### config.mk
export PLATFORM = sky130hd
export DESIGN_NAME = hazard_unit
export DESIGN_NICKNAME = d
export VERILOG_FILES = /design/src/rtl/mips_pkg.sv /design/src/rtl/hazard_unit.sv
export SDC_FILE = /design/constraint.sdc
export NUM_CORES = 1
export LEC_CHECK = 0
export ABC_AREA = 1
export BUFFER_PORTS_ARGS = -buffer_cell sky130_fd_sc_hd__buf_2
export CAP_MARGIN = 5
export CORE_AREA = 2 2 96 98
export DETAILED_ROUTE_END_ITERATION = 7
export DIE_AREA = 0 0 98 100
export GPL_TIMING_DRIVEN = 0
export SLEW_MARGIN = 20
export SYNTH_ARGS = -nofsm -noshare
export SYNTH_HDL_FRONTEND = slang
export SYNTH_SLANG_ARGS = --single-unit
### constraint.sdc
create_clock -name vclk -period 1.05
set_input_delay 0.1575 -clock vclk [all_inputs]
set_output_delay 0.1575 -clock vclk [all_outputs]
set_load 0.1 [all_outputs]
### src/rtl/mips_pkg.sv
`default_nettype none

package mips_pkg;

    localparam int NB_DATA      = 32;
    localparam int NB_REG       = 5;
    localparam int NB_MEM_WIDTH = 8;
    localparam int NB_MEM_DEPTH = 8;    // 256 bytes
    localparam int NB_DM_ADDR   = 5;    // 32 words

    localparam logic [5:0] OP_RTYPE = 6'h00;
    localparam logic [5:0] OP_ADDIU = 6'h09;
    localparam logic [5:0] OP_SLTI  = 6'h0a;
    localparam logic [5:0] OP_ANDI  = 6'h0c;
    localparam logic [5:0] OP_ORI   = 6'h0d;
    localparam logic [5:0] OP_LW    = 6'h23;
    localparam logic [5:0] OP_SW    = 6'h2b;
    localparam logic [5:0] OP_HLT   = 6'h3f;

    localparam logic [5:0] FN_ADDU = 6'h21;
    localparam logic [5:0] FN_SUBU = 6'h23;
    localparam logic [5:0] FN_AND  = 6'h24;
    localparam logic [5:0] FN_OR   = 6'h25;
    localparam logic [5:0] FN_XOR  = 6'h26;
    localparam logic [5:0] FN_SLT  = 6'h2a;

    typedef struct packed {
        logic [5:0]        opcode;
        logic [NB_REG-1:0] rs;
        logic [NB_REG-1:0] rt;
        logic [NB_REG-1:0] rd;
        logic [4:0]        shamt;
        logic [5:0]        funct;
    } instr_r_t;

    typedef struct packed {
        logic [5:0]        opcode;
        logic [NB_REG-1:0] rs;
        logic [NB_REG-1:0] rt;
        logic [15:0]       imm;
    } instr_i_t;

    // Same word, two field layouts
    typedef union packed {
        instr_r_t r;
        instr_i_t i;
    } instr_u;

    typedef enum logic [2:0] {
        ALU_ADD,
        ALU_SUB,
        ALU_AND,
        ALU_OR,
        ALU_XOR,
        ALU_SLT
    } alu_op_e;

    typedef enum logic [1:0] {
        FWD_NONE,   // Register bank value
        FWD_MEM,    // EX/MEM ALU result
        FWD_WB      // Writeback data
    } fwd_sel_e;

    typedef struct packed {
        instr_u             instr;
        logic [NB_DATA-1:0] pc_next;
    } if_id_t;

    typedef struct packed {
        logic               reg_write;
        logic               mem_read;
        logic               mem_write;
        logic               alu_src;
        logic               hlt;
        alu_op_e            alu_op;
        logic [NB_DATA-1:0] data_a;
        logic [NB_DATA-1:0] data_b;
        logic [NB_DATA-1:0] imm;
        logic [NB_REG-1:0]  rs;
        logic [NB_REG-1:0]  rt;
        logic [NB_REG-1:0]  dest;
    } id_ex_t;

    typedef struct packed {
        logic               reg_write;
        logic               mem_read;
        logic               mem_write;
        logic               hlt;
        logic [NB_DATA-1:0] alu_result;
        logic [NB_DATA-1:0] store_data;
        logic [NB_REG-1:0]  dest;
    } ex_mem_t;

    typedef struct packed {
        logic               reg_write;
        logic               mem_to_reg;
        logic               hlt;
        logic [NB_DATA-1:0] mem_data;
        logic [NB_DATA-1:0] alu_result;
        logic [NB_REG-1:0]  dest;
    } mem_wb_t;

    typedef struct packed {
        logic               en;
        logic [NB_REG-1:0]  dest;
        logic [NB_DATA-1:0] data;
    } wb_t;

endpackage

`default_nettype wire

### src/rtl/hazard_unit.sv
`timescale 1ns/1ps
`default_nettype none

module hazard_unit import mips_pkg::*; (
    input  wire [NB_REG-1:0] i_if_id_rs,
    input  wire [NB_REG-1:0] i_if_id_rt,
    input  wire id_ex_t      i_id_ex,
    input  wire ex_mem_t     i_ex_mem,
    input  wire wb_t         i_wb,
    output fwd_sel_e         o_fwd_a,
    output fwd_sel_e         o_fwd_b,
    output logic             o_stall
);
    // Youngest producer wins
    function automatic fwd_sel_e pick(input logic [NB_REG-1:0] src);
        if (i_ex_mem.reg_write && i_ex_mem.dest != '0 && i_ex_mem.dest == src) begin
            return FWD_MEM;
        end
        if (i_wb.en && i_wb.dest != '0 && i_wb.dest == src) begin
            return FWD_WB;
        end
        return FWD_NONE;
    endfunction

    assign o_fwd_a = pick(i_id_ex.rs);
    assign o_fwd_b = pick(i_id_ex.rt);

    // Load result not ready until after MEM
    assign o_stall = i_id_ex.mem_read && i_id_ex.dest != '0 &&
                     (i_id_ex.dest == i_if_id_rs || i_id_ex.dest == i_if_id_rt);

    always_comb begin
        a_no_load_fwd: assert (!(i_ex_mem.mem_read &&
                                 (o_fwd_a == FWD_MEM || o_fwd_b == FWD_MEM)))
            else $error("Load result forwarded from EX/MEM before it was read");
    end

endmodule

`default_nettype wire

Word-level counts from Yosys, hierarchy flattened
Cells that the tools add are included.
Word-level totals
  bits of input ports: 240
  logic and storage cells: 32
  output and inout port bits: 5
  register bits after elaboration: 0
Cells by class
  reduce and logical (&&, ||, !) cells: 12
  eq/ne operators: 6
  muxes and demuxes: 14
Operators with widths (count)
  5-bit equality test: 6
  2-bit two-way mux: 8
  5-bit nonzero test: 3
  1-bit logical AND: 8
  1-bit two-way mux: 6
  1-bit logical OR: 1

Longest topological paths before layout
  word-level depth: 7
  depth in mapped cells: 7
  gate-level depth less buffers: 7

Least setup slack after synthesis
No wires, ideal clock.
  path kind: in2out
  from: input port i_ex_mem[0] in the netlist's numbering
  to: output port o_fwd_a[1]
  arrival time: 2.036 ns
  slack: -1.144 ns
  cell stages on the path: 5
  cells stage by stage: nor2_1 > nand3_1 > o21ai_2 > nor2_2 > nor2_1
Between the ends
  cells in the longest elaborated chain, start to end: 5
  elaborated cells between the ends (all ways): 6
  those cells by class: eq/ne (1); mux (2); reduce/logical (3)
Ends and longest elaborated chain
  from (decl): RTL line hazard_unit.sv:8  | input wire ex_mem_t i_ex_mem,
  5-bit nonzero test: RTL line hazard_unit.sv:16  | if (i_ex_mem.reg_write && i_ex_mem.dest != '0 && i_ex_mem.dest == src) begin
  1-bit logical AND: RTL line hazard_unit.sv:16
  1-bit logical AND *: RTL line hazard_unit.sv:16
  1-bit two-way mux *: RTL line hazard_unit.sv:16
  2-bit two-way mux *: RTL line hazard_unit.sv:19  | if (i_wb.en && i_wb.dest != '0 && i_wb.dest == src) begin
  to (decl): RTL line hazard_unit.sv:10  | output fwd_sel_e o_fwd_a,
Mark *: on every way between the ends. The rest lies on a longest branch, timed or not.

Worst setup path in the final report
  from: input port i_wb[33] in the netlist's numbering
  to: output port o_fwd_b[1]
Between the ends
  cells in the longest elaborated chain, start to end: 7
  elaborated cells between the ends (all ways): 9
  those cells by class: eq/ne (1); mux (5); reduce/logical (3)
Ends and longest elaborated chain
  from (decl): RTL line hazard_unit.sv:9  | input wire wb_t i_wb,
  5-bit nonzero test: RTL line hazard_unit.sv:19
  1-bit logical AND: RTL line hazard_unit.sv:19
  1-bit logical AND *: RTL line hazard_unit.sv:19
  1-bit two-way mux (2 in a row): RTL line hazard_unit.sv:19
  2-bit two-way mux *: RTL line hazard_unit.sv:22  | return FWD_NONE;
  2-bit two-way mux *: RTL line hazard_unit.sv:19
  to (decl): RTL line hazard_unit.sv:11  | output fwd_sel_e o_fwd_b,
Mark *: on every way between the ends. The rest lies on a longest branch, timed or not. The select of a mux whose other input is x is not followed.

==> reports/metrics.yaml <==
status: "finished, violations left"
violations: "negative setup slack"
min-delay-start: "i_ex_mem[72]"
final_max_slew_viol_count: 0
power.total_mw: 0.517
power_density_mw_per_mm2: 374
hold_path_end: "o_fwd_b[0]"
dp_slack_ns: -0.452
viasPerCell: 3.20
ff_latch_area_um2: 0
placed_cell_area_um2: 987
num_antenna_cells: 0
drtAntennaViolNets: 0
tns_ns: -0.629
post-route-util: 0.156
rsz0062_at_grt: "true"
hold_path.class: "primary input to primary output"
syn_nets: 367
worst_pin_slew_ns: 0.226
setup_ws_ns: -0.249
yosysTopAreaCell: "nand2_1"
final_area_mm2: 0.00138
yosysTopAreaCellShare: 0.381
finalSetupViolCount: 5
cp_max_fo: 4
synth_area_um2: 562
fin_hold_ws_ns: 0.744
die_h_um: 100
fin_cells: 282
grt_usage: 0.0419
vias: 902
nFillCells: 1024
die-area_mm2: 0.00980
end_kind: "primary output"
timing_worst_setup_path_type: "primary input to primary output"
ios: 245
ys_warn_count: 0
synth_cell_types: 13
ir_drop_mv: 0.178
synth.cells.most_frequent: "nand2_1 (57), inv_1 (20), nor2_1 (17)"
drt_iter0_drc: 14
yosysSeqAreaShare: 0
min_path_cells: 4
wl_per_cell_um: 9.43
antenna_found_initial: 0
grt_pass1_vias: 816
drt-pass1-iter-count: 4
crit_arrival_ns: 1.14
coreArea_mm2: 0.00889
grt_pass1_wl_um: 3440
rows: 35
syn_inst: 127
syn_to_final_growth_pct: 146
drive_above_1_share: 0.626
fin_crit_ns: 1.30
drv_cap: 0
flops_and_latches: 0
num-clock-buffers: 0
dp.cells: 281
worst_slew_margin_rel: 0.848
finalWirelength_um: 2660
grt_overflow: 0
clock.fmax_mhz: 770
crit_required_ns: 0.89
ys_top_cells_by_area: "nand2_1 (38%), inv_1 (13%), nor2_1 (11%), xnor2_1 (9.4%), xor2_1 (7.8%)"
timing.final.crit_share: 1.24
initial_core_util: 0.0632
hold_viol_final: 0
cts_hold_buffers: 0
port_buffers: 43
yosysMostFrequentCell: "nand2_1"
p_leak_nw: 0.665
gp_congestion: 0.822
grt_max_degree: 5
die_w_um: 98
nets: 413
dp_hpwl_um: 1910
critical_path.startpoint_type: "primary input"
drc_errors: 0
avgSynthCellArea_um2: 4.42
==> where the power goes <==
| group | internal (mW) | switching, mW |
|---|---|---|
| Combinational | 0.245 | 0.272 |
| Sequential | 0 | 0 |
| Clock | 0 | 0 |
| Total | 0.245 | 0.272 |
==> cells in the final DEF (no fill, tap or decap) <==
cell      netlist  final
buf_2           0     16
nand3_2         0      6
nor2_2          2      5
inv_4           0      5
inv_1          20      9
nand2_1        57     36
buf_8           0      5
nor2_1         17      7
xor2_1          5      5
inv_2           7     10
xnor2_1         6      2
xnor2_2         0      4
nand2_4         0      1
nor2_4          0      7
nand3_1         7      1
nand2_2         0     20
inv_8           0      3
buf_6           0     13
buf_4           0      4
nand4_1         2      2
buf_12          0      6
nand3b_1        1      1
o21ai_1         0      1
o21ai_4         0      1
a21oi_4         0      1
==> final cells by class <==
type / instances / area (µm²) / area share
Inverter: 27 / 136 / 0.0986
Multi-Input combinational cell: 100 / 657 / 0.475
Tap cell: 111 / 139 / 0.100
Timing Repair Buffer: 44 / 452 / 0.326
==> what timing repair did <==
item                       4_1_cts  5_1_grt
buffers inserted                 1        0
setup endpoints to repair        5        5
pin swaps                       21       30
resized for setup               45       72
==> layer usage <==
| layer | up-vias | share of wire | wire [µm] | global-route usage |
|---|---|---|---|---|
| met2 | 35 | 0.58 | 1540 | 0.0901 |
| li1 | 464 | - | - | - |
| met4 | 0 | 0 | 0 | 0 |
| met5 | - | 0 | 0 | 0 |
| met3 | 0 | 0.057 | 152 | 0.00627 |
| met1 | 403 | 0.36 | 970 | 0.0450 |
==> worst max-delay path, stage by stage <==
cell     delay [ns]
buf_8          0.08
inv_2          0.03
buf_4          0.12
nand2_2        0.05
nand4_1        0.11
nor2_1         0.18
nand2_2        0.10
nor2_4         0.14
buf_12         0.18
==> worst max path at each step <==
| stage | to | from | cells past startpoint | slack, ns |
|---|---|---|---|---|
| after floorplan | o_fwd_a[1] | i_ex_mem[2] | 7 | -0.36 |
| after global placement | o_fwd_a[1] | i_ex_mem[0] | 7 | -0.43 |
| after detailed placement | o_fwd_b[1] | i_ex_mem[0] | 7 | -0.45 |
| after CTS | o_fwd_b[1] | i_ex_mem[1] | 7 | -0.18 |
| after global routing | o_fwd_b[1] | i_wb[33] | 9 | -0.26 |
| final | o_fwd_b[1] | i_wb[33] | 9 | -0.25 |
==> cell families (layout without fill, tap and decap cells) <==
family	Yosys count	after routing	synth area share
compound gates	3	3	0.0334
xor+xnor	11	11	0.171
buf+inv	27	71	0.180
simple gates	86	86	0.615
Power figures use the tool's default switching activity.
