[config.mk]
export PLATFORM = sky130hd
export DESIGN_NAME = execute_stage
export DESIGN_NICKNAME = d
export VERILOG_FILES = /design/src/rtl/mips_pkg.sv /design/src/rtl/execute_stage.sv
export SDC_FILE = /design/constraint.sdc
export NUM_CORES = 1
export LEC_CHECK = 0
export ABC_AREA = 1
export ABC_CLOCK_PERIOD_IN_PS = 12170
export BUFFER_PORTS_ARGS = -buffer_cell sky130_fd_sc_hd__buf_2
export CAP_MARGIN = 20
export CORE_AREA = 2 2 183 185
export DETAILED_ROUTE_END_ITERATION = 12
export DIE_AREA = 0 0 185 187
export SYNTH_ARGS = -nofsm -noshare
export SYNTH_HDL_FRONTEND = slang
export SYNTH_SLANG_ARGS = --single-unit
[constraint.sdc]
create_clock -name i_clock -period 12.17 [get_ports i_clock]
set_input_delay 3.651 -clock i_clock [delete_from_list [all_inputs] [get_ports i_clock]]
set_output_delay 3.651 -clock i_clock [all_outputs]
set_load 0.05 [all_outputs]
[src/rtl/mips_pkg.sv]
`default_nettype none

package mips_pkg;

    localparam int NB_DATA      = 32;
    localparam int NB_REG       = 5;
    localparam int NB_MEM_WIDTH = 8;
    localparam int NB_MEM_DEPTH = 8;    // 256 bytes
    localparam int NB_DM_ADDR   = 5;    // 32 words

    localparam logic [5:0] OP_RTYPE = 6'h00;
    localparam logic [5:0] OP_ADDIU = 6'h09;
    localparam logic [5:0] OP_SLTI  = 6'h0a;
    localparam logic [5:0] OP_ANDI  = 6'h0c;
    localparam logic [5:0] OP_ORI   = 6'h0d;
    localparam logic [5:0] OP_LW    = 6'h23;
    localparam logic [5:0] OP_SW    = 6'h2b;
    localparam logic [5:0] OP_HLT   = 6'h3f;

    localparam logic [5:0] FN_ADDU = 6'h21;
    localparam logic [5:0] FN_SUBU = 6'h23;
    localparam logic [5:0] FN_AND  = 6'h24;
    localparam logic [5:0] FN_OR   = 6'h25;
    localparam logic [5:0] FN_XOR  = 6'h26;
    localparam logic [5:0] FN_SLT  = 6'h2a;

    typedef struct packed {
        logic [5:0]        opcode;
        logic [NB_REG-1:0] rs;
        logic [NB_REG-1:0] rt;
        logic [NB_REG-1:0] rd;
        logic [4:0]        shamt;
        logic [5:0]        funct;
    } instr_r_t;

    typedef struct packed {
        logic [5:0]        opcode;
        logic [NB_REG-1:0] rs;
        logic [NB_REG-1:0] rt;
        logic [15:0]       imm;
    } instr_i_t;

    // Same word, two field layouts
    typedef union packed {
        instr_r_t r;
        instr_i_t i;
    } instr_u;

    typedef enum logic [2:0] {
        ALU_ADD,
        ALU_SUB,
        ALU_AND,
        ALU_OR,
        ALU_XOR,
        ALU_SLT
    } alu_op_e;

    typedef enum logic [1:0] {
        FWD_NONE,   // Register bank value
        FWD_MEM,    // EX/MEM ALU result
        FWD_WB      // Writeback data
    } fwd_sel_e;

    typedef struct packed {
        instr_u             instr;
        logic [NB_DATA-1:0] pc_next;
    } if_id_t;

    typedef struct packed {
        logic               reg_write;
        logic               mem_read;
        logic               mem_write;
        logic               alu_src;
        logic               hlt;
        alu_op_e            alu_op;
        logic [NB_DATA-1:0] data_a;
        logic [NB_DATA-1:0] data_b;
        logic [NB_DATA-1:0] imm;
        logic [NB_REG-1:0]  rs;
        logic [NB_REG-1:0]  rt;
        logic [NB_REG-1:0]  dest;
    } id_ex_t;

    typedef struct packed {
        logic               reg_write;
        logic               mem_read;
        logic               mem_write;
        logic               hlt;
        logic [NB_DATA-1:0] alu_result;
        logic [NB_DATA-1:0] store_data;
        logic [NB_REG-1:0]  dest;
    } ex_mem_t;

    typedef struct packed {
        logic               reg_write;
        logic               mem_to_reg;
        logic               hlt;
        logic [NB_DATA-1:0] mem_data;
        logic [NB_DATA-1:0] alu_result;
        logic [NB_REG-1:0]  dest;
    } mem_wb_t;

    typedef struct packed {
        logic               en;
        logic [NB_REG-1:0]  dest;
        logic [NB_DATA-1:0] data;
    } wb_t;

endpackage

`default_nettype wire

[src/rtl/execute_stage.sv]
`timescale 1ns/1ps
`default_nettype none

module execute_stage import mips_pkg::*; (
    input  wire                i_clock,
    input  wire                i_rst,
    input  wire id_ex_t        i_id_ex,
    input  wire fwd_sel_e      i_fwd_a,
    input  wire fwd_sel_e      i_fwd_b,
    input  wire [NB_DATA-1:0]  i_mem_fwd,
    input  wire wb_t           i_wb,
    output ex_mem_t            o_ex_mem
);
    logic [NB_DATA-1:0] op_a;
    logic [NB_DATA-1:0] op_b;
    logic [NB_DATA-1:0] store_data;
    logic [NB_DATA-1:0] result;

    function automatic logic [NB_DATA-1:0] fwd_mux(input fwd_sel_e sel,
                                                   input logic [NB_DATA-1:0] reg_val);
        case (sel)
            FWD_MEM: return i_mem_fwd;
            FWD_WB:  return i_wb.data;
            default: return reg_val;
        endcase
    endfunction

    assign op_a       = fwd_mux(i_fwd_a, i_id_ex.data_a);
    assign store_data = fwd_mux(i_fwd_b, i_id_ex.data_b);
    assign op_b       = i_id_ex.alu_src ? i_id_ex.imm : store_data;

    always_comb begin
        case (i_id_ex.alu_op)
            ALU_ADD: result = op_a + op_b;
            ALU_SUB: result = op_a - op_b;
            ALU_AND: result = op_a & op_b;
            ALU_OR:  result = op_a | op_b;
            ALU_XOR: result = op_a ^ op_b;
            ALU_SLT: result = {{(NB_DATA-1){1'b0}}, $signed(op_a) < $signed(op_b)};
            default: result = '0;
        endcase
    end

    always_ff @(posedge i_clock) begin
        if (i_rst) begin
            o_ex_mem <= '0;
        end else begin
            o_ex_mem.reg_write  <= i_id_ex.reg_write;
            o_ex_mem.mem_read   <= i_id_ex.mem_read;
            o_ex_mem.mem_write  <= i_id_ex.mem_write;
            o_ex_mem.hlt        <= i_id_ex.hlt;
            o_ex_mem.alu_result <= result;
            o_ex_mem.store_data <= store_data;  // Forwarded rt for sw
            o_ex_mem.dest       <= i_id_ex.dest;
        end
    end

endmodule

`default_nettype wire

=== After elaboration in Yosys (flattened, before gate mapping) ===
Cells that the tools add are included.

* Memory bits (writable): 0
* Input bits: 195
* Memories kept: 0
* ROM bits: 0
* Register bits: 73
* Logic and storage cells: 27
* Bits in latches: 0

* Shifts and indexed selects: 0
* $mul: 0
* Bitwise gates (word level): 3
* Add/sub/neg operators: 2
* Order comparisons: 1
* Multiplexer cells: 4
* Div/mod/pow operators: 0
* Equal/unequal tests: 9
* Reductions and logical operators: 1

{| class="wikitable"
|+ Operators with widths
! cell !! count
|-
| one-hot mux 32 bit (6 select lines) || 1
|-
| one-hot mux 32 bit (2 select lines) || 2
|-
| adder 32 bit || 1
|-
| bitwise AND 32 bit || 1
|-
| < comparator 32 bit || 1
|-
| two-way mux 32 bit || 1
|-
| OR 32 bit || 1
|-
| subtractor 32 bit || 1
|-
| bitwise XOR 32 bit || 1
|-
| == test 3 x 2 -> 1 bit, second input constant || 2
|-
| == test 3 bit, second input constant || 2
|-
| == test 2 x 1 -> 1 bit, second input constant || 2
|-
| == test 2 bit, second input constant || 2
|-
| == test 3 x 1 -> 1 bit, second input constant || 1
|-
| zero test 3 bit || 1
|}

=== Logic depth before layout (Yosys ltp) ===
* Word-level depth: 5
* Depth in mapped cells: 23
* Mapped depth without buffers: 22

=== Least setup slack after synthesis ===
Ideal clock, no wire load.

* Path kind: input to register
* Start point: in i_fwd_b[0]
* End point: reg o_ex_mem[45] (netlist bit)
* Data required time: 12.055 ns
* Slack: 5.756 ns
* Path buffers: 1
* Stages: 18
* Setup time: 0.115 ns
* Data arrival time: 6.299 ns
* Path through: inv_1 -> ha_1 -> inv_1 -> clkbuf_1 -> o21ai_0 -> o21ai_0 -> ha_1 -> inv_1 -> fa_1 -> inv_1 -> nand3_1 -> nand3_1 -> nand2_1 -> nand2_1 -> xor2_1 -> o22ai_1 -> o21ai_0 -> inv_1

* Cells in the longest elaborated chain, start to end: 5
* Elaborated cells between the ends (all ways): 10
* Those cells by class: 2 x add/sub; 2 x eq/ne; 3 x mux; 3 x bitwise

{| class="wikitable"
|+ Ends and longest elaborated chain
! what !! line !! RTL
|-
| start, declared || execute_stage.sv:9 || <nowiki>input wire fwd_sel_e i_fwd_b,</nowiki>
|-
| == test 2 bit / == test 2 x 1 -> 1 bit (equally long branches) || execute_stage.sv:21 || <nowiki>case (sel)</nowiki>
|-
| one-hot mux 32 bit (2 select lines) * || execute_stage.sv:21 ||
|-
| two-way mux 32 bit * || execute_stage.sv:30 || <nowiki>assign op_b = i_id_ex.alu_src ? i_id_ex.imm : store_data;</nowiki>
|-
| subtractor 32 bit (tied with other cells) || execute_stage.sv:35 || <nowiki>ALU_SUB: result = op_a - op_b;</nowiki>
|-
| one-hot mux 32 bit (6 select lines) * || execute_stage.sv:33 || <nowiki>case (i_id_ex.alu_op)</nowiki>
|-
| end, declared || execute_stage.sv:12 || <nowiki>output ex_mem_t o_ex_mem</nowiki>
|}

Every way passes the cells marked *; elsewhere a longest branch is shown, timed or not.
A chain may end at the register's enable or synchronous reset.

=== Final worst setup path ===
* Start point: in i_fwd_b[1]
* End point: reg o_ex_mem[68] (netlist bit)

The elaborated chain is that of the path after synthesis.

==> results by group <==
Route
  – Number of iterations in the first detailed-routing pass: 5
  – Number of vias per cell: 5.003
  – WL per Instance: 17.65 µm
  – Post-route ant nets: 0
  – Iteration-0 DRC Markers: 1166
  – DRC viols: 0
  – Final Routed Wirelength: 41.89 mm
  – Vias: 11876

Finish
  – Largest register FFs: 73
  – Largest reg by FF count: o_ex_mem
  – Most common cell after layout, fill and taps aside: nand2_1
  – Biggest registers after layout: o_ex_mem (73)
  – Most frequent cells in the layout: nand2_1 (483), inv_1 (333), buf_2 (251), nor2_1 (174), o21ai_0 (125)
  – Area Overhead vs Synth: 20.27%
  – Fillers: 3822
  – Nets: 2223
  – Layout cells sized above 1: 15.49%

Clock network
  – Post-CTS Repair Setup Buffers: 0
  – Max H-tree Level: 3
  – Clock transition at path regs: 0.06 ns
  – Clock Sinks: 73
  – Cts hold-fix bufs: 0
  – CTS resizes: 0
  – Root Driver: clkbuf_16
  – Total CTS buffers: 9
  – CTS tree: yes
  – Max clock buf depth: 2

Synth
  – Async SR Flop Fraction: 0%
  – Sequential share of the synthesized area: 15.07%
  – Yosys reg bits: 73
  – Top cells by area, synth: nand2_1 (19%), dfxtp_1 (15%), ha_1 (14%)
  – Mapped Area: 0.009696 mm²
  – Cell taking the most area after synthesis: nand2_1
  – Syn Nets: 2018
  – Post-synth EDFFs: 0
  – Mapped Cells: 1714
  – Unique masters post-synth: 42
  – Post-synth top area share: 18.70%
  – YS warnings: 0
  – Top FF cell, synth: dfxtp_1
  – Syn_area_per_cell: 5.657 µm²

Floorplan
  – Row cnt: 67
  – Die W: 185 µm
  – Die Ht: 187 µm
  – Die area: 0.03460 mm²
  – Starting Density: 29.50%
  – I/O pin count: 268
  – Core Region: 0.03286 mm²

Worst setup path
  – Critical path destination: o_ex_mem[68]
  – Worst Setup Path Type: in -> reg
  – Critical Path Start Type: input pin
  – CP Capture Type: flip-flop
  – Crit Path Max Fanout: 19
  – WP data required: 12.39 ns
  – Worst Path Arrival: 7.63 ns
  – Crit. Startpoint: i_fwd_b[1]

Placed design
  – I/O Buffers: 251
  – Gpl congestion: 1.037
  – Pre-CTS setup slack: 4.403 ns
  – DP HPWL: 34.25 mm

Timing
  – Total negative slack: 0 ns
  – RSZ-0062 raised after global routing: no
  – Final worst setup slack: 4.761 ns
  – Fmax: 135.0 MHz
  – Slew Viols, Final: 0
  – Measured slew at the worst slew-check pin: 1.049 ns
  – Tmin final: 7.409 ns
  – Fin. Hold Viols: 0
  – Slew headroom: 29.65%
  – Crit share post-route: 60.88%
  – Setup violators final: 0

Pwr
  – Leakage power: 6.819 nW
  – Worst VDD drop: 0.07318 mV
  – PD cells: 125.2 mW/mm²

Global route
  – Total grt overflow: 0
  – Tot GR Track Use: 23.85%
  – Vias in the first global route: 11289
  – Initial antenna violation count: 2
  – First-pass GRT wire length: 63.21 mm
  – Largest net degree at the start of global routing: 62

Run
  – MaxCap Viol Count: 0

Worst hold path
  – HP Start: i_id_ex[1]
  – Hold Crit Class: in -> reg

Run status
  – Status: complete, no violations
-- worst min path at each step --
stage	endpoint	slack (ns)	depth (start not counted)
2_1_floorplan	o_ex_mem[0]	3.76	2
3_3_place_gp	o_ex_mem[4]	3.85	3
3_5_place_dp	o_ex_mem[1]	3.86	3
4_1_cts	o_ex_mem[72]	3.48	3
5_1_grt	o_ex_mem[2]	3.50	3
6_report	o_ex_mem[1]	3.48	3
-- critical path, stage by stage --
cell and delay, ns:
buf_2 0.11, inv_1 0.06, ha_1 0.52, buf_4 0.37, a221o_1 0.19, o21ai_0 0.10
o21ai_0 0.75, ha_1 0.46, inv_2 0.13, nand2_1 0.07, inv_2 0.07, nand2_1 0.08
inv_1 0.06, nand2_1 0.05, nand2_1 0.17, nand2_1 0.07, nand2_1 0.14, nand2_1 0.11
a21oi_1 0.13, nor2_1 0.06, nor2_1 0.21, nor2_1 0.06
-- logic make-up after synthesis --
kind of cell	share of synthesized area, %
flip-flops	15.07
XOR/XNOR	0.6324
AO/OA/AOI/OAI	21.98
adder cells (fa/ha/maj)	14.22
AND/OR/NAND/NOR	31.85
buffers and inverters	16.25
-- final cells by class --
cell class | count | area [µm²] | area share [%]
multi-input combinational | 1232 | 6664 | 57.15
clock inverter | 6 | 115.1 | 0.9871
sequential | 73 | 1461 | 12.53
inverter | 339 | 1272 | 10.91
clock buffer | 10 | 229.0 | 1.964
tap | 448 | 560.5 | 4.807
timing repair buffer | 264 | 1354 | 11.61
antenna | 2 | 5.005 | 0.04292
-- per-stage QoR --
step                total power (W)  std cells  cell area (µm²)  hold slack [ns]  utilization [%]
CTS                        0.001450       2371            11650            3.481            35.45
floorplan                 0.0008667       1714             9696            3.758                -
global route               0.001566       2374            11660            3.497            35.49
finish                     0.001460       2374            11660            3.484            35.49
detailed placement         0.001125       2355            11300            3.857            34.40
global placement           0.001119       2355            11300            3.850            34.40
-- synth_stat cells, types with 2 or more instances --
cell type / count
inv_1: 333
nor3_1: 9
nand2_2: 4
buf_2: 20
o21ai_1: 11
inv_2: 5
o21bai_1: 10
buf_1: 8
ha_1: 107
xor2_1: 7
o221ai_1: 7
nand3_1: 86
a221o_1: 59
nor2_1: 174
nand4_1: 3
clkbuf_1: 37
o22ai_1: 30
clkbuf_2: 3
and2_1: 4
o211ai_1: 2
a21oi_1: 90
nor2_2: 4
nand2_1: 483
dfxtp_1: 73
nor3_2: 2
fa_1: 2
a31oi_1: 2
o21ai_0: 125
-- report_power, final --
part	switching (W)	internal (W)	leakage (nW)
registers	0.00000589	0.000263	0.605
clock network	0.000120	0.000201	0.163
logic	0.000623	0.000247	6.05
total	0.000748	0.000712	6.82
-- routing by layer --
metal / GRT usage (%) / routed length [µm]
met1: 31.81 / 18430
met5: 0 / 0
met4: 8.364 / 1359
met2: 39.43 / 18930
met3: 2.921 / 3180
Power figures use the tool's default switching activity.
