==> src/rtl/mips_pkg.sv <==
`default_nettype none

package mips_pkg;

    localparam int NB_DATA      = 32;
    localparam int NB_REG       = 5;
    localparam int NB_MEM_WIDTH = 8;
    localparam int NB_MEM_DEPTH = 8;    // 256 bytes
    localparam int NB_DM_ADDR   = 5;    // 32 words

    localparam logic [5:0] OP_RTYPE = 6'h00;
    localparam logic [5:0] OP_ADDIU = 6'h09;
    localparam logic [5:0] OP_SLTI  = 6'h0a;
    localparam logic [5:0] OP_ANDI  = 6'h0c;
    localparam logic [5:0] OP_ORI   = 6'h0d;
    localparam logic [5:0] OP_LW    = 6'h23;
    localparam logic [5:0] OP_SW    = 6'h2b;
    localparam logic [5:0] OP_HLT   = 6'h3f;

    localparam logic [5:0] FN_ADDU = 6'h21;
    localparam logic [5:0] FN_SUBU = 6'h23;
    localparam logic [5:0] FN_AND  = 6'h24;
    localparam logic [5:0] FN_OR   = 6'h25;
    localparam logic [5:0] FN_XOR  = 6'h26;
    localparam logic [5:0] FN_SLT  = 6'h2a;

    typedef struct packed {
        logic [5:0]        opcode;
        logic [NB_REG-1:0] rs;
        logic [NB_REG-1:0] rt;
        logic [NB_REG-1:0] rd;
        logic [4:0]        shamt;
        logic [5:0]        funct;
    } instr_r_t;

    typedef struct packed {
        logic [5:0]        opcode;
        logic [NB_REG-1:0] rs;
        logic [NB_REG-1:0] rt;
        logic [15:0]       imm;
    } instr_i_t;

    // Same word, two field layouts
    typedef union packed {
        instr_r_t r;
        instr_i_t i;
    } instr_u;

    typedef enum logic [2:0] {
        ALU_ADD,
        ALU_SUB,
        ALU_AND,
        ALU_OR,
        ALU_XOR,
        ALU_SLT
    } alu_op_e;

    typedef enum logic [1:0] {
        FWD_NONE,   // Register bank value
        FWD_MEM,    // EX/MEM ALU result
        FWD_WB      // Writeback data
    } fwd_sel_e;

    typedef struct packed {
        instr_u             instr;
        logic [NB_DATA-1:0] pc_next;
    } if_id_t;

    typedef struct packed {
        logic               reg_write;
        logic               mem_read;
        logic               mem_write;
        logic               alu_src;
        logic               hlt;
        alu_op_e            alu_op;
        logic [NB_DATA-1:0] data_a;
        logic [NB_DATA-1:0] data_b;
        logic [NB_DATA-1:0] imm;
        logic [NB_REG-1:0]  rs;
        logic [NB_REG-1:0]  rt;
        logic [NB_REG-1:0]  dest;
    } id_ex_t;

    typedef struct packed {
        logic               reg_write;
        logic               mem_read;
        logic               mem_write;
        logic               hlt;
        logic [NB_DATA-1:0] alu_result;
        logic [NB_DATA-1:0] store_data;
        logic [NB_REG-1:0]  dest;
    } ex_mem_t;

    typedef struct packed {
        logic               reg_write;
        logic               mem_to_reg;
        logic               hlt;
        logic [NB_DATA-1:0] mem_data;
        logic [NB_DATA-1:0] alu_result;
        logic [NB_REG-1:0]  dest;
    } mem_wb_t;

    typedef struct packed {
        logic               en;
        logic [NB_REG-1:0]  dest;
        logic [NB_DATA-1:0] data;
    } wb_t;

endpackage

`default_nettype wire

==> src/rtl/fetch_stage.sv <==
`timescale 1ns/1ps
`default_nettype none

module fetch_stage import mips_pkg::*; #(
    parameter int IM_BYTES = 256
) (
    input  wire                    i_clock,
    input  wire                    i_rst,
    input  wire                    i_pc_enable,
    input  wire                    i_stall,
    input  wire                    i_halted,
    input  wire                    i_im_write_enable,
    input  wire [NB_MEM_DEPTH-1:0] i_im_address,
    input  wire [NB_MEM_WIDTH-1:0] i_im_data,
    output if_id_t                 o_if_id,
    output logic [NB_DATA-1:0]     o_pc_value
);
    localparam int NB_IM_ADDR = $clog2(IM_BYTES);

    logic [NB_MEM_WIDTH-1:0] imem [IM_BYTES];
    logic [NB_DATA-1:0]      pc;
    logic [NB_DATA-1:0]      pc_next;
    logic [NB_IM_ADDR-3:0]   word_idx;
    logic [NB_DATA-1:0]      fetch_word;
    logic                    advance;

    assign word_idx   = pc[NB_IM_ADDR-1:2];
    assign fetch_word = {imem[{word_idx, 2'd0}], imem[{word_idx, 2'd1}],
                         imem[{word_idx, 2'd2}], imem[{word_idx, 2'd3}]};  // Big-endian
    assign pc_next    = pc + NB_DATA'(4);
    assign advance    = i_pc_enable && !i_halted;
    assign o_pc_value = pc;

    always_ff @(posedge i_clock) begin
        if (i_im_write_enable) begin
            imem[i_im_address] <= i_im_data;   // Debug load
        end
    end

    always_ff @(posedge i_clock) begin
        if (i_rst) begin
            pc      <= '0;
            o_if_id <= '0;
        end else if (!i_stall) begin   // Stall holds PC and IF/ID
            if (advance) begin
                pc              <= pc_next;
                o_if_id.instr   <= fetch_word;
                o_if_id.pc_next <= pc_next;
            end else begin
                o_if_id <= '0;          // Bubble while idle or halted
            end
        end
    end

    a_stall_one_cycle: assert property (@(posedge i_clock) disable iff (i_rst)
        i_stall |=> !i_stall)
        else $error("Load-use stall held for more than one cycle");

endmodule

`default_nettype wire

==> config.mk <==
export PLATFORM = sky130hd
export DESIGN_NAME = fetch_stage
export DESIGN_NICKNAME = d
export VERILOG_FILES = /design/src/rtl/mips_pkg.sv /design/src/rtl/fetch_stage.sv
export SDC_FILE = /design/constraint.sdc
export NUM_CORES = 2
export LEC_CHECK = 0
export BUFFER_PORTS_ARGS = -buffer_cell sky130_fd_sc_hd__buf_2
export CAP_MARGIN = 0
export CORE_ASPECT_RATIO = 1.2
export CORE_UTILIZATION = 30
export CTS_CLUSTER_SIZE = 12
export DETAILED_ROUTE_END_ITERATION = 12
export GPL_TIMING_DRIVEN = 0
export PLACE_DENSITY = 0.51
export SETUP_SLACK_MARGIN = 0.3
export SYNTH_ARGS = -nofsm -noshare
export SYNTH_HDL_FRONTEND = slang
export SYNTH_SLANG_ARGS = --single-unit
==> constraint.sdc <==
create_clock -name i_clock -period 5.05 [get_ports i_clock]
set_input_delay 1.2625 -clock i_clock [delete_from_list [all_inputs] [get_ports i_clock]]
set_output_delay 1.2625 -clock i_clock [all_outputs]
set_load 0.01 [all_outputs]
Word level (Yosys, flattened, before mapping):

Memories as Yosys holds them, arrays and structs flattened. A register that Yosys moved wholly into a read port is not among the register bits.
Index checks and enable logic that the tools add are counted.

* bitwise operators: 1
* mux-type cells: 11
* reductions and logical operators: 3
* $add $sub $neg: 1

Operator list (number)
* $mux W64: 1
* $mux W8: 8
* $add A32 B3 Y32 const B: 1
* $mux W1: 2
* $reduce_and A2 Y1: 1
* $logic_and A1 B1 Y1: 1
* $logic_not A1 Y1: 1
* $not A1 Y1: 1

* input bits: 22
* bits in registers: 96
* word-level logic and storage cells: 20
* memory bits (writable): 2048
* memories kept: 1

Memories
* imem: words 256, width 8, rd ports 4, clocked after Yosys merged registers in 4, write ports 1, line fetch_stage.sv:20 `logic [NB_MEM_WIDTH-1:0] imem [IM_BYTES];`

Longest topological paths before layout:

* depth after elaboration: 5
* gate-level depth with buffers: 12
* gate-level depth less buffers: 7

Worst setup path before layout:

No wires, ideal clock.

* path type: input port to flip-flop
* start: in i_im_address[3]
* end: mem imem[58][0] (enable)
* arrival: 2.499 ns
* buffers on the path: 2
* slack: 2.180 ns
* stages on the path: 5
* data required time: 4.680 ns
* cells stage by stage: clkbuf_1 nor2b_1 nand2_1 clkbuf_1 nor2_1

RTL lines
* from (decl): line fetch_stage.sv:13 `input wire [NB_MEM_DEPTH-1:0] i_im_address,`
* to (decl): line fetch_stage.sv:20

No word-level cell before the write port.

==> flow_results.xml <==
<?xml version="1.0" encoding="UTF-8"?>
<metrics>
  <group name="cells_and_area">
    <metric name="num-nets-final" unit="">4454</metric>
    <metric name="share_of_layout_cells_above_drive_strength_1" unit="">0.241</metric>
    <metric name="post_layout_nonfiller_instances" unit="">8234</metric>
    <metric name="layout.core_utilization" unit="">0.347</metric>
    <metric name="final_design_area_no_fill" unit="µm²">95900</metric>
    <metric name="area_delta_synth_final" unit="%">14.7</metric>
    <metric name="filler_cell_count" unit="">25867</metric>
  </group>
  <group name="sta">
    <metric name="min_period_over_period" unit="">0.964</metric>
    <metric name="endpoints_failing_hold" unit="">0</metric>
    <metric name="final_period_minus_worst_setup_slack" unit="ps">4870</metric>
    <metric name="final-max-slew-violation-count" unit="">78</metric>
    <metric name="finalSetupViolations" unit="">0</metric>
    <metric name="setup_tns" unit="ps">0</metric>
    <metric name="timing.final.ws_setup" unit="ps">184</metric>
    <metric name="worst-slew-pin-transition" unit="ps">1670</metric>
    <metric name="whs" unit="ps">451</metric>
    <metric name="achievable-frequency" unit="GHz">0.206</metric>
    <metric name="clock_skews" unit="ps">71.6</metric>
    <metric name="grt_setup_unrepaired" unit="">no</metric>
    <metric name="maxSlewHeadroom" unit="">-0.113</metric>
  </group>
  <group name="grt">
    <metric name="overflow" unit="">0</metric>
    <metric name="number_of_antenna_violations_at_the_first_check_in_global_routing" unit="">43</metric>
    <metric name="wire_length_of_the_first_global_routing_pass" unit="µm">448000</metric>
    <metric name="grt_pass1_vias" unit="">45274</metric>
    <metric name="total_grt_usage" unit="">0.243</metric>
    <metric name="grt_start_max_net_pins" unit="">152</metric>
  </group>
  <group name="route">
    <metric name="drt-pass1-iter-count" unit="">8</metric>
    <metric name="drt.antenna.violating_nets" unit="">0</metric>
    <metric name="vias" unit="">47366</metric>
    <metric name="initial_drt_markers" unit="">7760</metric>
    <metric name="route.detailed.drc" unit="">0</metric>
    <metric name="viasPerCell" unit="">5.75</metric>
    <metric name="wl_per_cell" unit="µm">42.2</metric>
    <metric name="postRouteWirelength" unit="µm">348000</metric>
  </group>
  <group name="power">
    <metric name="peakVddDrop" unit="mV">0.282</metric>
    <metric name="p_leak" unit="nW">28.7</metric>
    <metric name="total_power" unit="mW">36.7</metric>
    <metric name="power-per-cell-area" unit="nW/µm²">383</metric>
  </group>
  <group name="logic_synthesis">
    <metric name="synth.lib_cells_used.distinct" unit="">61</metric>
    <metric name="synthDominantCellAreaShare" unit="">0.736</metric>
    <metric name="synth_top_cells_by_area" unit="">edfxtp_1 74%, mux4_2 14%, dfxtp_1 2.3%</metric>
    <metric name="ys_warn_count" unit="">0</metric>
    <metric name="synth_edf_count" unit="">2048</metric>
    <metric name="synth_flop_cell" unit="">edfxtp_1</metric>
    <metric name="async_flop_share" unit="">0</metric>
    <metric name="synth-seq-cells" unit="">2146</metric>
    <metric name="synth_cells" unit="">4082</metric>
    <metric name="synth-seq-area-share" unit="">0.759</metric>
    <metric name="mapped_avg_cell_area" unit="µm²">20.5</metric>
    <metric name="mapped_area" unit="µm²">83600</metric>
    <metric name="netlist.top_cell.by_area" unit="">edfxtp_1</metric>
  </group>
  <group name="floorplanning">
    <metric name="die_w" unit="µm">484</metric>
    <metric name="fp.dieH" unit="µm">580</metric>
    <metric name="num_io_pins" unit="">118</metric>
    <metric name="floorplan.die_area" unit="µm²">281000</metric>
    <metric name="floorplan.initialDensity" unit="">0.303</metric>
    <metric name="fp-row-count" unit="">211</metric>
    <metric name="core_area" unit="µm²">276000</metric>
  </group>
  <group name="place">
    <metric name="place.detailed.hpwl" unit="µm">232000</metric>
    <metric name="io_buffers" unit="">113</metric>
    <metric name="placement.cell_area" unit="µm²">89200</metric>
    <metric name="dp_worst_setup_slack" unit="ps">-244</metric>
    <metric name="numPlacedInstances" unit="">7832</metric>
    <metric name="gpl_congestion" unit="">1.01</metric>
  </group>
  <group name="critical_path">
    <metric name="setup.worst_path.class" unit="">reg -&gt; reg</metric>
    <metric name="worst_r2r_endpoint" unit="">o_if_id[40]</metric>
    <metric name="worstPathMaxFanout" unit="">10</metric>
    <metric name="critPathCaptureType" unit="">flip-flop</metric>
    <metric name="rr_worst_depth" unit="">9</metric>
    <metric name="timing.critical_path.arrival" unit="ps">5640</metric>
    <metric name="worst_ep_required_time" unit="ps">5830</metric>
    <metric name="endpoint" unit="">o_if_id[40]</metric>
    <metric name="cp-start-kind" unit="">flip-flop</metric>
    <metric name="ff2ff_setup_slack" unit="ps">180</metric>
  </group>
  <group name="status">
    <metric name="outcome" unit="">complete, but fails checks</metric>
    <metric name="failed_checks" unit="">capacitance limit, slew limit</metric>
  </group>
  <group name="hold_path">
    <metric name="startpoint_of_the_tightest_hold_check_path" unit="">o_if_id[28]</metric>
    <metric name="worst_hold_path_class" unit="">reg -&gt; reg</metric>
  </group>
  <group name="clock_network">
    <metric name="cts-root-to-sink-buffers" unit="">3</metric>
    <metric name="post_cts_hold_buffer_count" unit="">0</metric>
    <metric name="cts_root_buf" unit="">clkbuf_16</metric>
    <metric name="tritoncts" unit="">yes</metric>
    <metric name="clock_buffer_count_from_cts" unit="">218</metric>
    <metric name="cts-htree-levels" unit="">4</metric>
    <metric name="clock_sink_count" unit="">2146</metric>
    <metric name="clkSlewWorstSetupHoldPaths" unit="ps">60</metric>
    <metric name="clock_insertion_delay_worst_skew" unit="ps">920</metric>
  </group>
  <group name="run">
    <metric name="drv_cap" unit="">9</metric>
  </group>
</metrics>
layout by cell type (no fill, tap or decap), types with 43 or more instances in the layout:
| cell type | instances |
|---|---|
| a211oi_1 | 43 |
| a21oi_1 | 66 |
| buf_2 | 161 |
| buf_4 | 51 |
| clkbuf_1 | 155 |
| clkbuf_16 | 219 |
| dfxtp_1 | 98 |
| edfxtp_1 | 2048 |
| mux2i_1 | 102 |
| mux4_2 | 519 |
| nand2_1 | 135 |
| nand3_1 | 46 |
| nor2_1 | 355 |
final cells by class:
class	count	area, µm²	share of cell area
multi-input combinational	1690	18700	0.195
antenna	16	40.0	0.000418
buffer	247	1510	0.0158
tap	3621	4530	0.0473
clock inverter	77	790	0.00824
sequential	2146	63500	0.662
inverter	2	8.76	0.0000914
clock buffer	309	5870	0.0612
timing repair buffer	126	988	0.0103
critical path: stages, from the launching register on:
cell	delay [ps]
dfxtp_1	320
buf_4	250
buf_2	520
buf_2	730
buf_2	780
buf_2	750
mux2i_1	530
nand2_1	110
a21oi_1	620
o21ai_1	100
power breakdown:
| group | switching [mW] | internal [mW] |
|---|---|---|
| clock network | 7.16 | 8.42 |
| logic | 1.14 | 0.419 |
| registers | 0.0355 | 19.5 |
| total | 8.33 | 28.4 |
sequential cells by signal (all words and copies together), names as in the netlist, named ones only:
name	cells
imem	2048
o_pc_value	30
o_if_id	62
logic make-up (layout without fill, tap and decap cells):
logic type               after synthesis  in the layout  share of synthesized area
other                                  1             20                  0.0000449
XOR/XNOR                              53             53                    0.00555
AO/OA/AOI/OAI                        299            299                     0.0238
flip-flops                          2146           2146                      0.759
buffers and inverters                249            761                     0.0179
adder cells (fa/ha/maj)                1              1                   0.000150
AND/OR/NAND/NOR                      687            687                     0.0360
multiplexers                         646            646                      0.158
synthesized netlist by cell type, drive strengths merged (2+ instances only):
cell type and instances:
edfxtp 2048, mux4 531, nor2 356, buf 158, nand2 135, mux2i 102, dfxtp 98, clkbuf 89
a21oi 66, o21ai 48, nand3 46, a211oi 43, o22ai 38, nor2b 37, xor2 36, a22oi 32
nor3 32, o211ai 17, xnor2 17, nand2b 14, a221o 13, mux2 13, nand4 13, and3 12
a221oi 11, and2 10, a2111oi 9, nor4 9, or2 7, a311oi 5, or3 5, a31oi 4
nand3b 3, o2111ai 3, o221ai 3, o31ai 3, and4 2, nor3b 2, or4 2
timing repair:
item                       4_1_cts  5_1_grt
setup endpoints to repair       14        0
buffers inserted                 0        0
hold endpoints to repair         0        0
gates resized for setup          4        0
worst min path at each step:
stage,end,slack (ps),cells after the start
2_1_floorplan,o_if_id[48],470,2
3_3_place_gp,o_if_id[30],440,2
3_5_place_dp,o_if_id[28],440,2
4_1_cts,o_if_id[28],460,2
5_1_grt,o_if_id[28],470,2
6_report,o_if_id[28],450,2
layer usage:
layer / GRT usage / vias up / wire, µm / part of all wire
met2: 0.377 / 3344 / 158000 / 0.46
met5: 0 / - / 141 / 0.00041
met3: 0.0613 / 891 / 34400 / 0.099
li1: - / 17506 / - / -
met1: 0.293 / 25605 / 124000 / 0.36
met4: 0.179 / 20 / 30400 / 0.088
Power figures use the tool's default switching activity.
