### src/rtl/mips_pkg.sv
`default_nettype none

package mips_pkg;

    localparam int NB_DATA      = 32;
    localparam int NB_REG       = 5;
    localparam int NB_MEM_WIDTH = 8;
    localparam int NB_MEM_DEPTH = 8;    // 256 bytes
    localparam int NB_DM_ADDR   = 5;    // 32 words

    localparam logic [5:0] OP_RTYPE = 6'h00;
    localparam logic [5:0] OP_ADDIU = 6'h09;
    localparam logic [5:0] OP_SLTI  = 6'h0a;
    localparam logic [5:0] OP_ANDI  = 6'h0c;
    localparam logic [5:0] OP_ORI   = 6'h0d;
    localparam logic [5:0] OP_LW    = 6'h23;
    localparam logic [5:0] OP_SW    = 6'h2b;
    localparam logic [5:0] OP_HLT   = 6'h3f;

    localparam logic [5:0] FN_ADDU = 6'h21;
    localparam logic [5:0] FN_SUBU = 6'h23;
    localparam logic [5:0] FN_AND  = 6'h24;
    localparam logic [5:0] FN_OR   = 6'h25;
    localparam logic [5:0] FN_XOR  = 6'h26;
    localparam logic [5:0] FN_SLT  = 6'h2a;

    typedef struct packed {
        logic [5:0]        opcode;
        logic [NB_REG-1:0] rs;
        logic [NB_REG-1:0] rt;
        logic [NB_REG-1:0] rd;
        logic [4:0]        shamt;
        logic [5:0]        funct;
    } instr_r_t;

    typedef struct packed {
        logic [5:0]        opcode;
        logic [NB_REG-1:0] rs;
        logic [NB_REG-1:0] rt;
        logic [15:0]       imm;
    } instr_i_t;

    // Same word, two field layouts
    typedef union packed {
        instr_r_t r;
        instr_i_t i;
    } instr_u;

    typedef enum logic [2:0] {
        ALU_ADD,
        ALU_SUB,
        ALU_AND,
        ALU_OR,
        ALU_XOR,
        ALU_SLT
    } alu_op_e;

    typedef enum logic [1:0] {
        FWD_NONE,   // Register bank value
        FWD_MEM,    // EX/MEM ALU result
        FWD_WB      // Writeback data
    } fwd_sel_e;

    typedef struct packed {
        instr_u             instr;
        logic [NB_DATA-1:0] pc_next;
    } if_id_t;

    typedef struct packed {
        logic               reg_write;
        logic               mem_read;
        logic               mem_write;
        logic               alu_src;
        logic               hlt;
        alu_op_e            alu_op;
        logic [NB_DATA-1:0] data_a;
        logic [NB_DATA-1:0] data_b;
        logic [NB_DATA-1:0] imm;
        logic [NB_REG-1:0]  rs;
        logic [NB_REG-1:0]  rt;
        logic [NB_REG-1:0]  dest;
    } id_ex_t;

    typedef struct packed {
        logic               reg_write;
        logic               mem_read;
        logic               mem_write;
        logic               hlt;
        logic [NB_DATA-1:0] alu_result;
        logic [NB_DATA-1:0] store_data;
        logic [NB_REG-1:0]  dest;
    } ex_mem_t;

    typedef struct packed {
        logic               reg_write;
        logic               mem_to_reg;
        logic               hlt;
        logic [NB_DATA-1:0] mem_data;
        logic [NB_DATA-1:0] alu_result;
        logic [NB_REG-1:0]  dest;
    } mem_wb_t;

    typedef struct packed {
        logic               en;
        logic [NB_REG-1:0]  dest;
        logic [NB_DATA-1:0] data;
    } wb_t;

endpackage

`default_nettype wire

### src/rtl/decode_stage.sv
`timescale 1ns/1ps
`default_nettype none

module decode_stage import mips_pkg::*; (
    input  wire                i_clock,
    input  wire                i_rst,
    input  wire                i_stall,
    input  wire  if_id_t       i_if_id,
    input  wire  wb_t          i_wb,
    input  wire  [NB_REG-1:0]  i_rb_address,
    output id_ex_t             o_id_ex,
    output logic               o_halted,
    output logic [NB_DATA-1:0] o_rb_data
);
    instr_u             instr;
    id_ex_t             dec;
    logic [NB_DATA-1:0] data_a;
    logic [NB_DATA-1:0] data_b;
    logic               halt_q;
    logic               is_hlt;

    assign instr = i_if_id.instr;

    register_bank u_register_bank (
        .i_clock      (i_clock),
        .i_rs         (instr.r.rs),
        .i_rt         (instr.r.rt),
        .i_rb_address (i_rb_address),
        .i_wb         (i_wb),
        .o_data_a     (data_a),
        .o_data_b     (data_b),
        .o_rb_data    (o_rb_data)
    );

    always_comb begin
        dec           = '0;
        dec.data_a    = data_a;
        dec.data_b    = data_b;
        dec.rs        = instr.r.rs;
        dec.rt        = instr.r.rt;
        dec.dest      = instr.i.rt;
        dec.imm       = {{16{instr.i.imm[15]}}, instr.i.imm};
        dec.alu_src   = 1'b1;
        dec.reg_write = 1'b1;
        case (instr.r.opcode)
            OP_RTYPE: begin
                dec.alu_src = 1'b0;
                dec.dest    = instr.r.rd;
                case (instr.r.funct)
                    FN_ADDU: dec.alu_op = ALU_ADD;
                    FN_SUBU: dec.alu_op = ALU_SUB;
                    FN_AND:  dec.alu_op = ALU_AND;
                    FN_OR:   dec.alu_op = ALU_OR;
                    FN_XOR:  dec.alu_op = ALU_XOR;
                    FN_SLT:  dec.alu_op = ALU_SLT;
                    default: dec.reg_write = 1'b0;  // Unknown funct
                endcase
            end
            OP_ADDIU: dec.alu_op = ALU_ADD;
            OP_SLTI:  dec.alu_op = ALU_SLT;
            OP_ANDI: begin
                dec.alu_op = ALU_AND;
                dec.imm    = {16'd0, instr.i.imm};
            end
            OP_ORI: begin
                dec.alu_op = ALU_OR;
                dec.imm    = {16'd0, instr.i.imm};
            end
            OP_LW: dec.mem_read = 1'b1;     // Address add
            OP_SW: begin
                dec.mem_write = 1'b1;
                dec.reg_write = 1'b0;
            end
            OP_HLT: begin
                dec.hlt       = 1'b1;
                dec.reg_write = 1'b0;
            end
            default: dec.reg_write = 1'b0;  // Unknown opcode
        endcase
    end

    // PC must freeze in the same cycle HLT is seen
    assign is_hlt   = instr.i.opcode == OP_HLT && !halt_q;
    assign o_halted = halt_q || is_hlt;

    always_ff @(posedge i_clock) begin
        if (i_rst) begin
            halt_q <= 1'b0;
        end else if (is_hlt && !i_stall) begin
            halt_q <= 1'b1;
        end
    end

    always_ff @(posedge i_clock) begin
        if (i_rst || i_stall || halt_q) begin
            o_id_ex <= '0;          // Bubble
        end else begin
            o_id_ex <= dec;
        end
    end

endmodule

`default_nettype wire

### src/rtl/register_bank.sv
`timescale 1ns/1ps
`default_nettype none

module register_bank import mips_pkg::*; (
    input  wire               i_clock,
    input  wire  [NB_REG-1:0] i_rs,
    input  wire  [NB_REG-1:0] i_rt,
    input  wire  [NB_REG-1:0] i_rb_address,
    input  wire  wb_t         i_wb,
    output logic [NB_DATA-1:0] o_data_a,
    output logic [NB_DATA-1:0] o_data_b,
    output logic [NB_DATA-1:0] o_rb_data
);
    logic [NB_DATA-1:0] regs [32];

    // Write-first: a read of the register being written sees the new value
    function automatic logic [NB_DATA-1:0] read_port(input logic [NB_REG-1:0] addr);
        if (addr == '0) begin
            return '0;
        end
        if (i_wb.en && i_wb.dest == addr) begin
            return i_wb.data;
        end
        return regs[addr];
    endfunction

    assign o_data_a = read_port(i_rs);
    assign o_data_b = read_port(i_rt);

    always_ff @(posedge i_clock) begin
        if (i_wb.en && i_wb.dest != '0) begin
            regs[i_wb.dest] <= i_wb.data;
        end
        o_rb_data <= read_port(i_rb_address);  // Debug readback
    end

endmodule

`default_nettype wire

### config.mk
export PLATFORM = sky130hd
export DESIGN_NAME = decode_stage
export DESIGN_NICKNAME = d
export VERILOG_FILES = /design/src/rtl/mips_pkg.sv /design/src/rtl/decode_stage.sv /design/src/rtl/register_bank.sv
export SDC_FILE = /design/constraint.sdc
export NUM_CORES = 2
export LEC_CHECK = 0
export BUFFER_PORTS_ARGS = -buffer_cell sky130_fd_sc_hd__buf_4
export CAP_MARGIN = 30
export CELL_PAD_IN_SITES_DETAIL_PLACEMENT = 2
export CELL_PAD_IN_SITES_GLOBAL_PLACEMENT = 2
export CORE_MARGIN = 5
export CORE_UTILIZATION = 43
export DETAILED_ROUTE_END_ITERATION = 16
export GPL_TIMING_DRIVEN = 0
export HOLD_SLACK_MARGIN = 0.12
export PLACE_DENSITY = 0.83
export SETUP_SLACK_MARGIN = 0.2
export SKIP_CTS_REPAIR_TIMING = 1
export SYNTH_ARGS = -nofsm -noshare
export SYNTH_HDL_FRONTEND = slang
export SYNTH_SLANG_ARGS = --single-unit
### constraint.sdc
create_clock -name i_clock -period 2.8 [get_ports i_clock]
set_clock_uncertainty 0.15 [all_clocks]
set_input_delay 0.14 -clock i_clock [delete_from_list [all_inputs] [get_ports i_clock]]
set_output_delay 0.14 -clock i_clock [all_outputs]
set_load 0.01 [all_outputs]
* After elaboration in Yosys (flattened, before gate mapping)
Memory sizes are Yosys's and may differ from the RTL's. Cells that the tools add are included.
Storage, ports and cells: logic and storage cells 83, ROM bits 0, input port bits 110, memories kept 1, bits in writable memories 1024, bits in latches 0, flip-flop bits (word level) 137
Memories:
- u_register_bank.regs | words 32, bits a word 32, rd ports 3, clocked after memory_dff 0, wr ports 1, RTL line register_bank.sv:14 | logic [NB_DATA-1:0] regs [32];
Operators by class: bitwise operators 0, add/subtract/negate cells 0, order comparisons 0, reductions and logical operators 19, multiplexer cells 32, shift operators 0, equality and inequality tests 16, multiply operators 0, div/mod/pow operators 0
Operators by type and width (count):
- 2-to-1 mux 32 bit | 12
- == test 6 bit (second input constant) | 9
- == test 6 x 4 -> 1 bit (second input constant) | 4
- 2-to-1 mux 1 bit | 16
- == test 5 bit | 3
- zero test 5 bit | 3
- one-hot mux 3 bit (5 select lines) | 1
- one-hot mux 3 bit (4 select lines) | 1
- logical AND 1 bit | 6
- zero test 6 bit | 1
- OR reduction 6 bit | 1
- 2-to-1 mux 5 bit | 1
- nonzero test 5 bit | 1
- OR reduction 5 bit | 1
- logical OR 1 bit | 3
- OR reduction 3 bit | 1
- zero test 1 bit | 2
- one-hot mux 1 bit (2 select lines) | 1

* Longest topological paths before layout
word-level depth 6, mapped depth 9, mapped depth without buffers 5

* Cells and area by module
A second synthesis with hierarchy kept.
Unflattened totals: cell total of the unflattened synthesis 3552, area, all modules 59977.5 sq um
Modules (own cells, without submodules):
- register_bank | cells an instance 3271, times used 1, area an instance 56754.4 sq um
- decode_stage | cells an instance 281, times used 1, area an instance 3223.1 sq um

* Worst setup path before layout
OpenSTA, ideal clock, no wires.
path kind input port to flip-flop, start point input port i_wb[37] in the netlist's numbering, end point memory u_register_bank.regs[12][0] (enable), stages 4, arrival time 2.163 ns, setup slack 0.065 ns, buffers on the path 1, setup time 0.421 ns, cells stage by stage clkbuf_1 > nor2b_1 > nand3_1 > nor2_1
Between the ends: cells in the longest elaborated chain, start to end 3
Ends and longest elaborated chain:
- start: declaration | RTL line decode_stage.sv:9 | input wire wb_t i_wb,
- logical AND 1 bit | RTL line register_bank.sv:31 | if (i_wb.en && i_wb.dest != '0) begin
- 2-to-1 mux 1 bit | RTL line register_bank.sv:31
- 2-to-1 mux 1 bit (not written as such) | RTL line register_bank.sv:32 | regs[i_wb.dest] <= i_wb.data;
- end: declaration | RTL line register_bank.sv:14
Every way passes these cells.

* Worst setup path in the final report
start point input port i_rb_address[1], end point register u_register_bank.o_rb_data[14]
Between the ends: cells in the longest elaborated chain, start to end 6
Ends and longest elaborated chain:
- start: declaration | RTL line decode_stage.sv:10 | input wire [NB_REG-1:0] i_rb_address,
- parallel branches: the longest is 5 deep, another holds memory read (32 x 32 bit)
- 2-to-1 mux 32 bit (*) | RTL line register_bank.sv:21 | if (i_wb.en && i_wb.dest == addr) begin
- end signal: assignment | RTL line register_bank.sv:34 | o_rb_data <= read_port(i_rb_address);
- end: declaration | RTL line register_bank.sv:12 | output logic [NB_DATA-1:0] o_rb_data
Mark *: on every way between the ends. The select of a mux whose other input is x is not followed. A chain may end at the register's enable or synchronous reset.

==> summary.md <==
| Metric | Value |
|---|---|
| Status | `finished with violations` |
| Failing checks | `negative setup slack` |
| CP max FO | `10` |
| PwrDens | `621 nW/um^2` |
| CTS Buf Count | `136` |
| Register area share after synthesis | `56.8%` |
| Vias in the first global route | `46.8k` |
| Area grow syn2layout | `18.7%` |
| Yosys top cell area share | `52.1%` |
| Post-Syn Area | `59000 sq um` |
| Average cell area after synthesis | `17.4 sq um` |
| Root Buffer Master | `clkbuf_16` |
| DR vias | `47.3k` |
| Critical path startpoint | `i_rb_address[1]` |
| Die area | `145000 sq um` |
| Largest net degree at the start of global routing | `36` |
| CTS tree | `yes` |
| Residual DRC | `0` |
| FF+latch area | `33500 sq um` |
| Nets | `4048` |
| Clk slew on worst S/H paths | `0.06 ns` |
| Leakage power | `23.1 nW` |
| Antenna viol nets, final | `0` |
| Worst hold slack | `0.127 ns` |
| Largest area contributor in the netlist | `edfxtp_1` |
| Fmax | `328 MHz` |
| Die Span Y | `380 microns` |
| Deepest clock path buffer count | `3` |
| Die Wd | `380 microns` |
| Hold/Removal Path Class | `in2reg` |
| Initial antenna violation count | `32` |
| Worst endpoint required time | `3.28 ns` |
| Total power | `43.5 mW` |
| Final worst path period share | `109%` |
| Most used cell, CP | `buf_2` |
| Kind of critical path | `in2reg` |
| Seq cells post-synth | `1161` |
| Min-delay src | `i_if_id[49]` |
| Ys async rst share | `0%` |
| HPWL after DPL | `199 mm` |
| Tmin final | `3.05 ns` |
| H-tree Lvls | `4` |
| Synthesized instance count | `3387` |
| Max-cap violations | `0` |
| CP peak stage delay | `0.88 ns` |
| Actual slew at the worst max-slew pin | `1.29 ns` |
| Crit path max-delay family | `buffers and inverters` |
| Chain of cells forming the critical path | `buf_2, buf_2, buf_1, mux4_2, o22ai_1, nor2_1, a32o_1` |
| Synth top cells by count | `edfxtp_1, mux4_2, o22ai_1, mux2i_1, mux2_2` |
| Most numerous cell in the Yosys netlist | `edfxtp_1` |
| Starting Density | `43.4%` |
| Multi-input gate area | `24300 sq um` |
| Worst slew margin | `14.0%` |
| GRT overflow | `0` |
| I/O pin cnt | `262` |
| Std cell rows | `135` |
| CP max-delay cell | `buf_1` |
| Synth cell types | `57` |
| Peak VDD IR | `0.000495 V` |
| Worst path bufs/invs | `3` |
| RSZ-0062 raised after global routing | `true` |
| Worst-Skew Late Latency | `0.82 ns` |
| Placement Setup Slack | `-1.05 ns` |
| GP Congestion | `0.991` |
| Fillers | `11.9k` |
| CP arrival | `3.53 ns` |
| Yosys Warn Count | `0` |
| Wire per inst | `51.2 microns` |
| Final Slew Violations | `0` |
| Worst setup SP type | `input port` |
| Via/cell ratio | `8.08` |
| First-pass GRT wire length | `396 mm` |
| Critical Path Sink Type | `register` |
| Routed WL | `300 mm` |
| Final Hold Fails | `0` |
| Fin util | `51.6%` |
| Setup ws final | `-0.252 ns` |
| DR iter-0 viols | `9338` |
| Final setup viols | `15` |
| Synth Flop Type | `edfxtp_1` |
| Synth area leaders | `edfxtp_1, mux4_2, dfxtp_1, mux2_2, mux2i_1` |
| TritonCTS Sinks | `1161` |
| IO Port Bufs | `211` |
| First-pass DRT Iterations | `9` |
| Critical R2R Launch | `halt_q` |
| Core Region | `136000 sq um` |
| Post-synth EDFFs | `1024` |
| Ratio of cells with drive above 1 in the final layout | `38.5%` |
| Total GRT Usage | `39.4%` |
-- path summary, 6_finish.rpt --
| check | slack, ns | to | depth (start not counted) |
|---|---|---|---|
| max | -0.25 | u_register_bank.o_rb_data[14] | 7 |
| min | 0.13 | o_id_ex[77] | 5 |
| max reg2reg | 0.13 | o_id_ex[50] | 7 |
| min reg2reg | 0.80 | o_id_ex[6] | 3 |
-- sequential cells by signal, indices dropped and copies added (netlist names) --
register,flops
u_register_bank.o_rb_data,32
o_id_ex,104
u_register_bank.regs,1024
halt_q,1
-- worst register-to-register path, stage by stage (launching register included) --
cell and delay, ns:
dfxtp_1 0.33, nor3_1 0.26, buf_2 0.24, o21ai_1 0.20, o21bai_2 0.37, buf_4 0.30
a211oi_1 0.38, a22o_1 0.35
-- power breakdown --
| part | leakage [nW] | switching (mW) | internal [mW] | total (mW) |
|---|---|---|---|---|
| sequential | 10.4 | 0.246 | 19.2 | 19.5 |
| combinational | 10.6 | 3.76 | 2.12 | 5.88 |
| clock | 2.11 | 7.93 | 10.2 | 18.1 |
| total | 23.1 | 11.9 | 31.5 | 43.5 |
-- cells in the final DEF, fill, tap and decap left out, types with 10 or more instances in the layout --
cell / n
mux4_2: 645
conb_1: 32
and2_1: 30
mux2_2: 157
clkbuf_1: 162
a21oi_1: 19
nor2_1: 83
o22ai_1: 240
buf_4: 270
mux2i_1: 162
nand3_1: 46
o31ai_1: 27
xnor2_1: 10
a32o_1: 61
buf_12: 30
dfxtp_1: 137
dlygate4sd3_1: 82
o21ai_0: 51
buf_2: 121
clkinv_2: 13
diode_2: 27
clkbuf_16: 142
buf_8: 41
o221ai_1: 28
nand2_1: 48
buf_1: 16
a22oi_1: 57
a22o_1: 27
clkbuf_2: 15
clkinv_1: 23
buf_6: 14
edfxtp_1: 1024
clkbuf_8: 12
nor2_4: 32
a211oi_1: 43
-- area by class of cell --
type / count / area share [%]
sequential: 1161 / 47.8
multi-input combinational: 1915 / 34.7
clock buffer: 194 / 5.53
timing repair buffer: 382 / 5.51
tap: 1781 / 3.18
buffer: 341 / 2.48
clock inverter: 53 / 0.642
antenna: 27 / 0.0965
inverter: 1 / 0.00536
-- cells by family (layout without fill, tap and decap cells) --
| logic type | Yosys count | count (layout) | share of synthesized area [%] |
|---|---|---|---|
| buffers and inverters | 342 | 971 | 2.87 |
| xor gates and xnor gates | 17 | 17 | 0.252 |
| DFF | 1161 | 1161 | 56.8 |
| and+or+nand+nor | 297 | 297 | 2.41 |
| other | 1 | 59 | 0.00636 |
| AOI/OAI and AO/OA | 605 | 605 | 7.29 |
| muxes | 964 | 964 | 30.4 |
-- metal layers --
layer / vias to the layer above / track usage (%) / share of wire [%]
met1: 24069 / 45.9 / 31
met4: 20 / 31.0 / 10
li1: 15757 / - / -
met2: 5760 / 56.6 / 43
met3: 1720 / 17.5 / 16
met5: - / 0 / 0.11
-- through the flow --
step           instance area, sq um  TNS (ns)  std cells
4_1_cts                       68600    -14.87       5722
2_1_floorplan                 59100         0       3418
3_3_place_gp                  62900  -1631.88       5410
5_1_grt                       69900    -0.154       5829
6_report                      70000     -1.34       5855
3_5_place_dp                  64300    -59.72       5475
(Power assumes the default switching activity.)
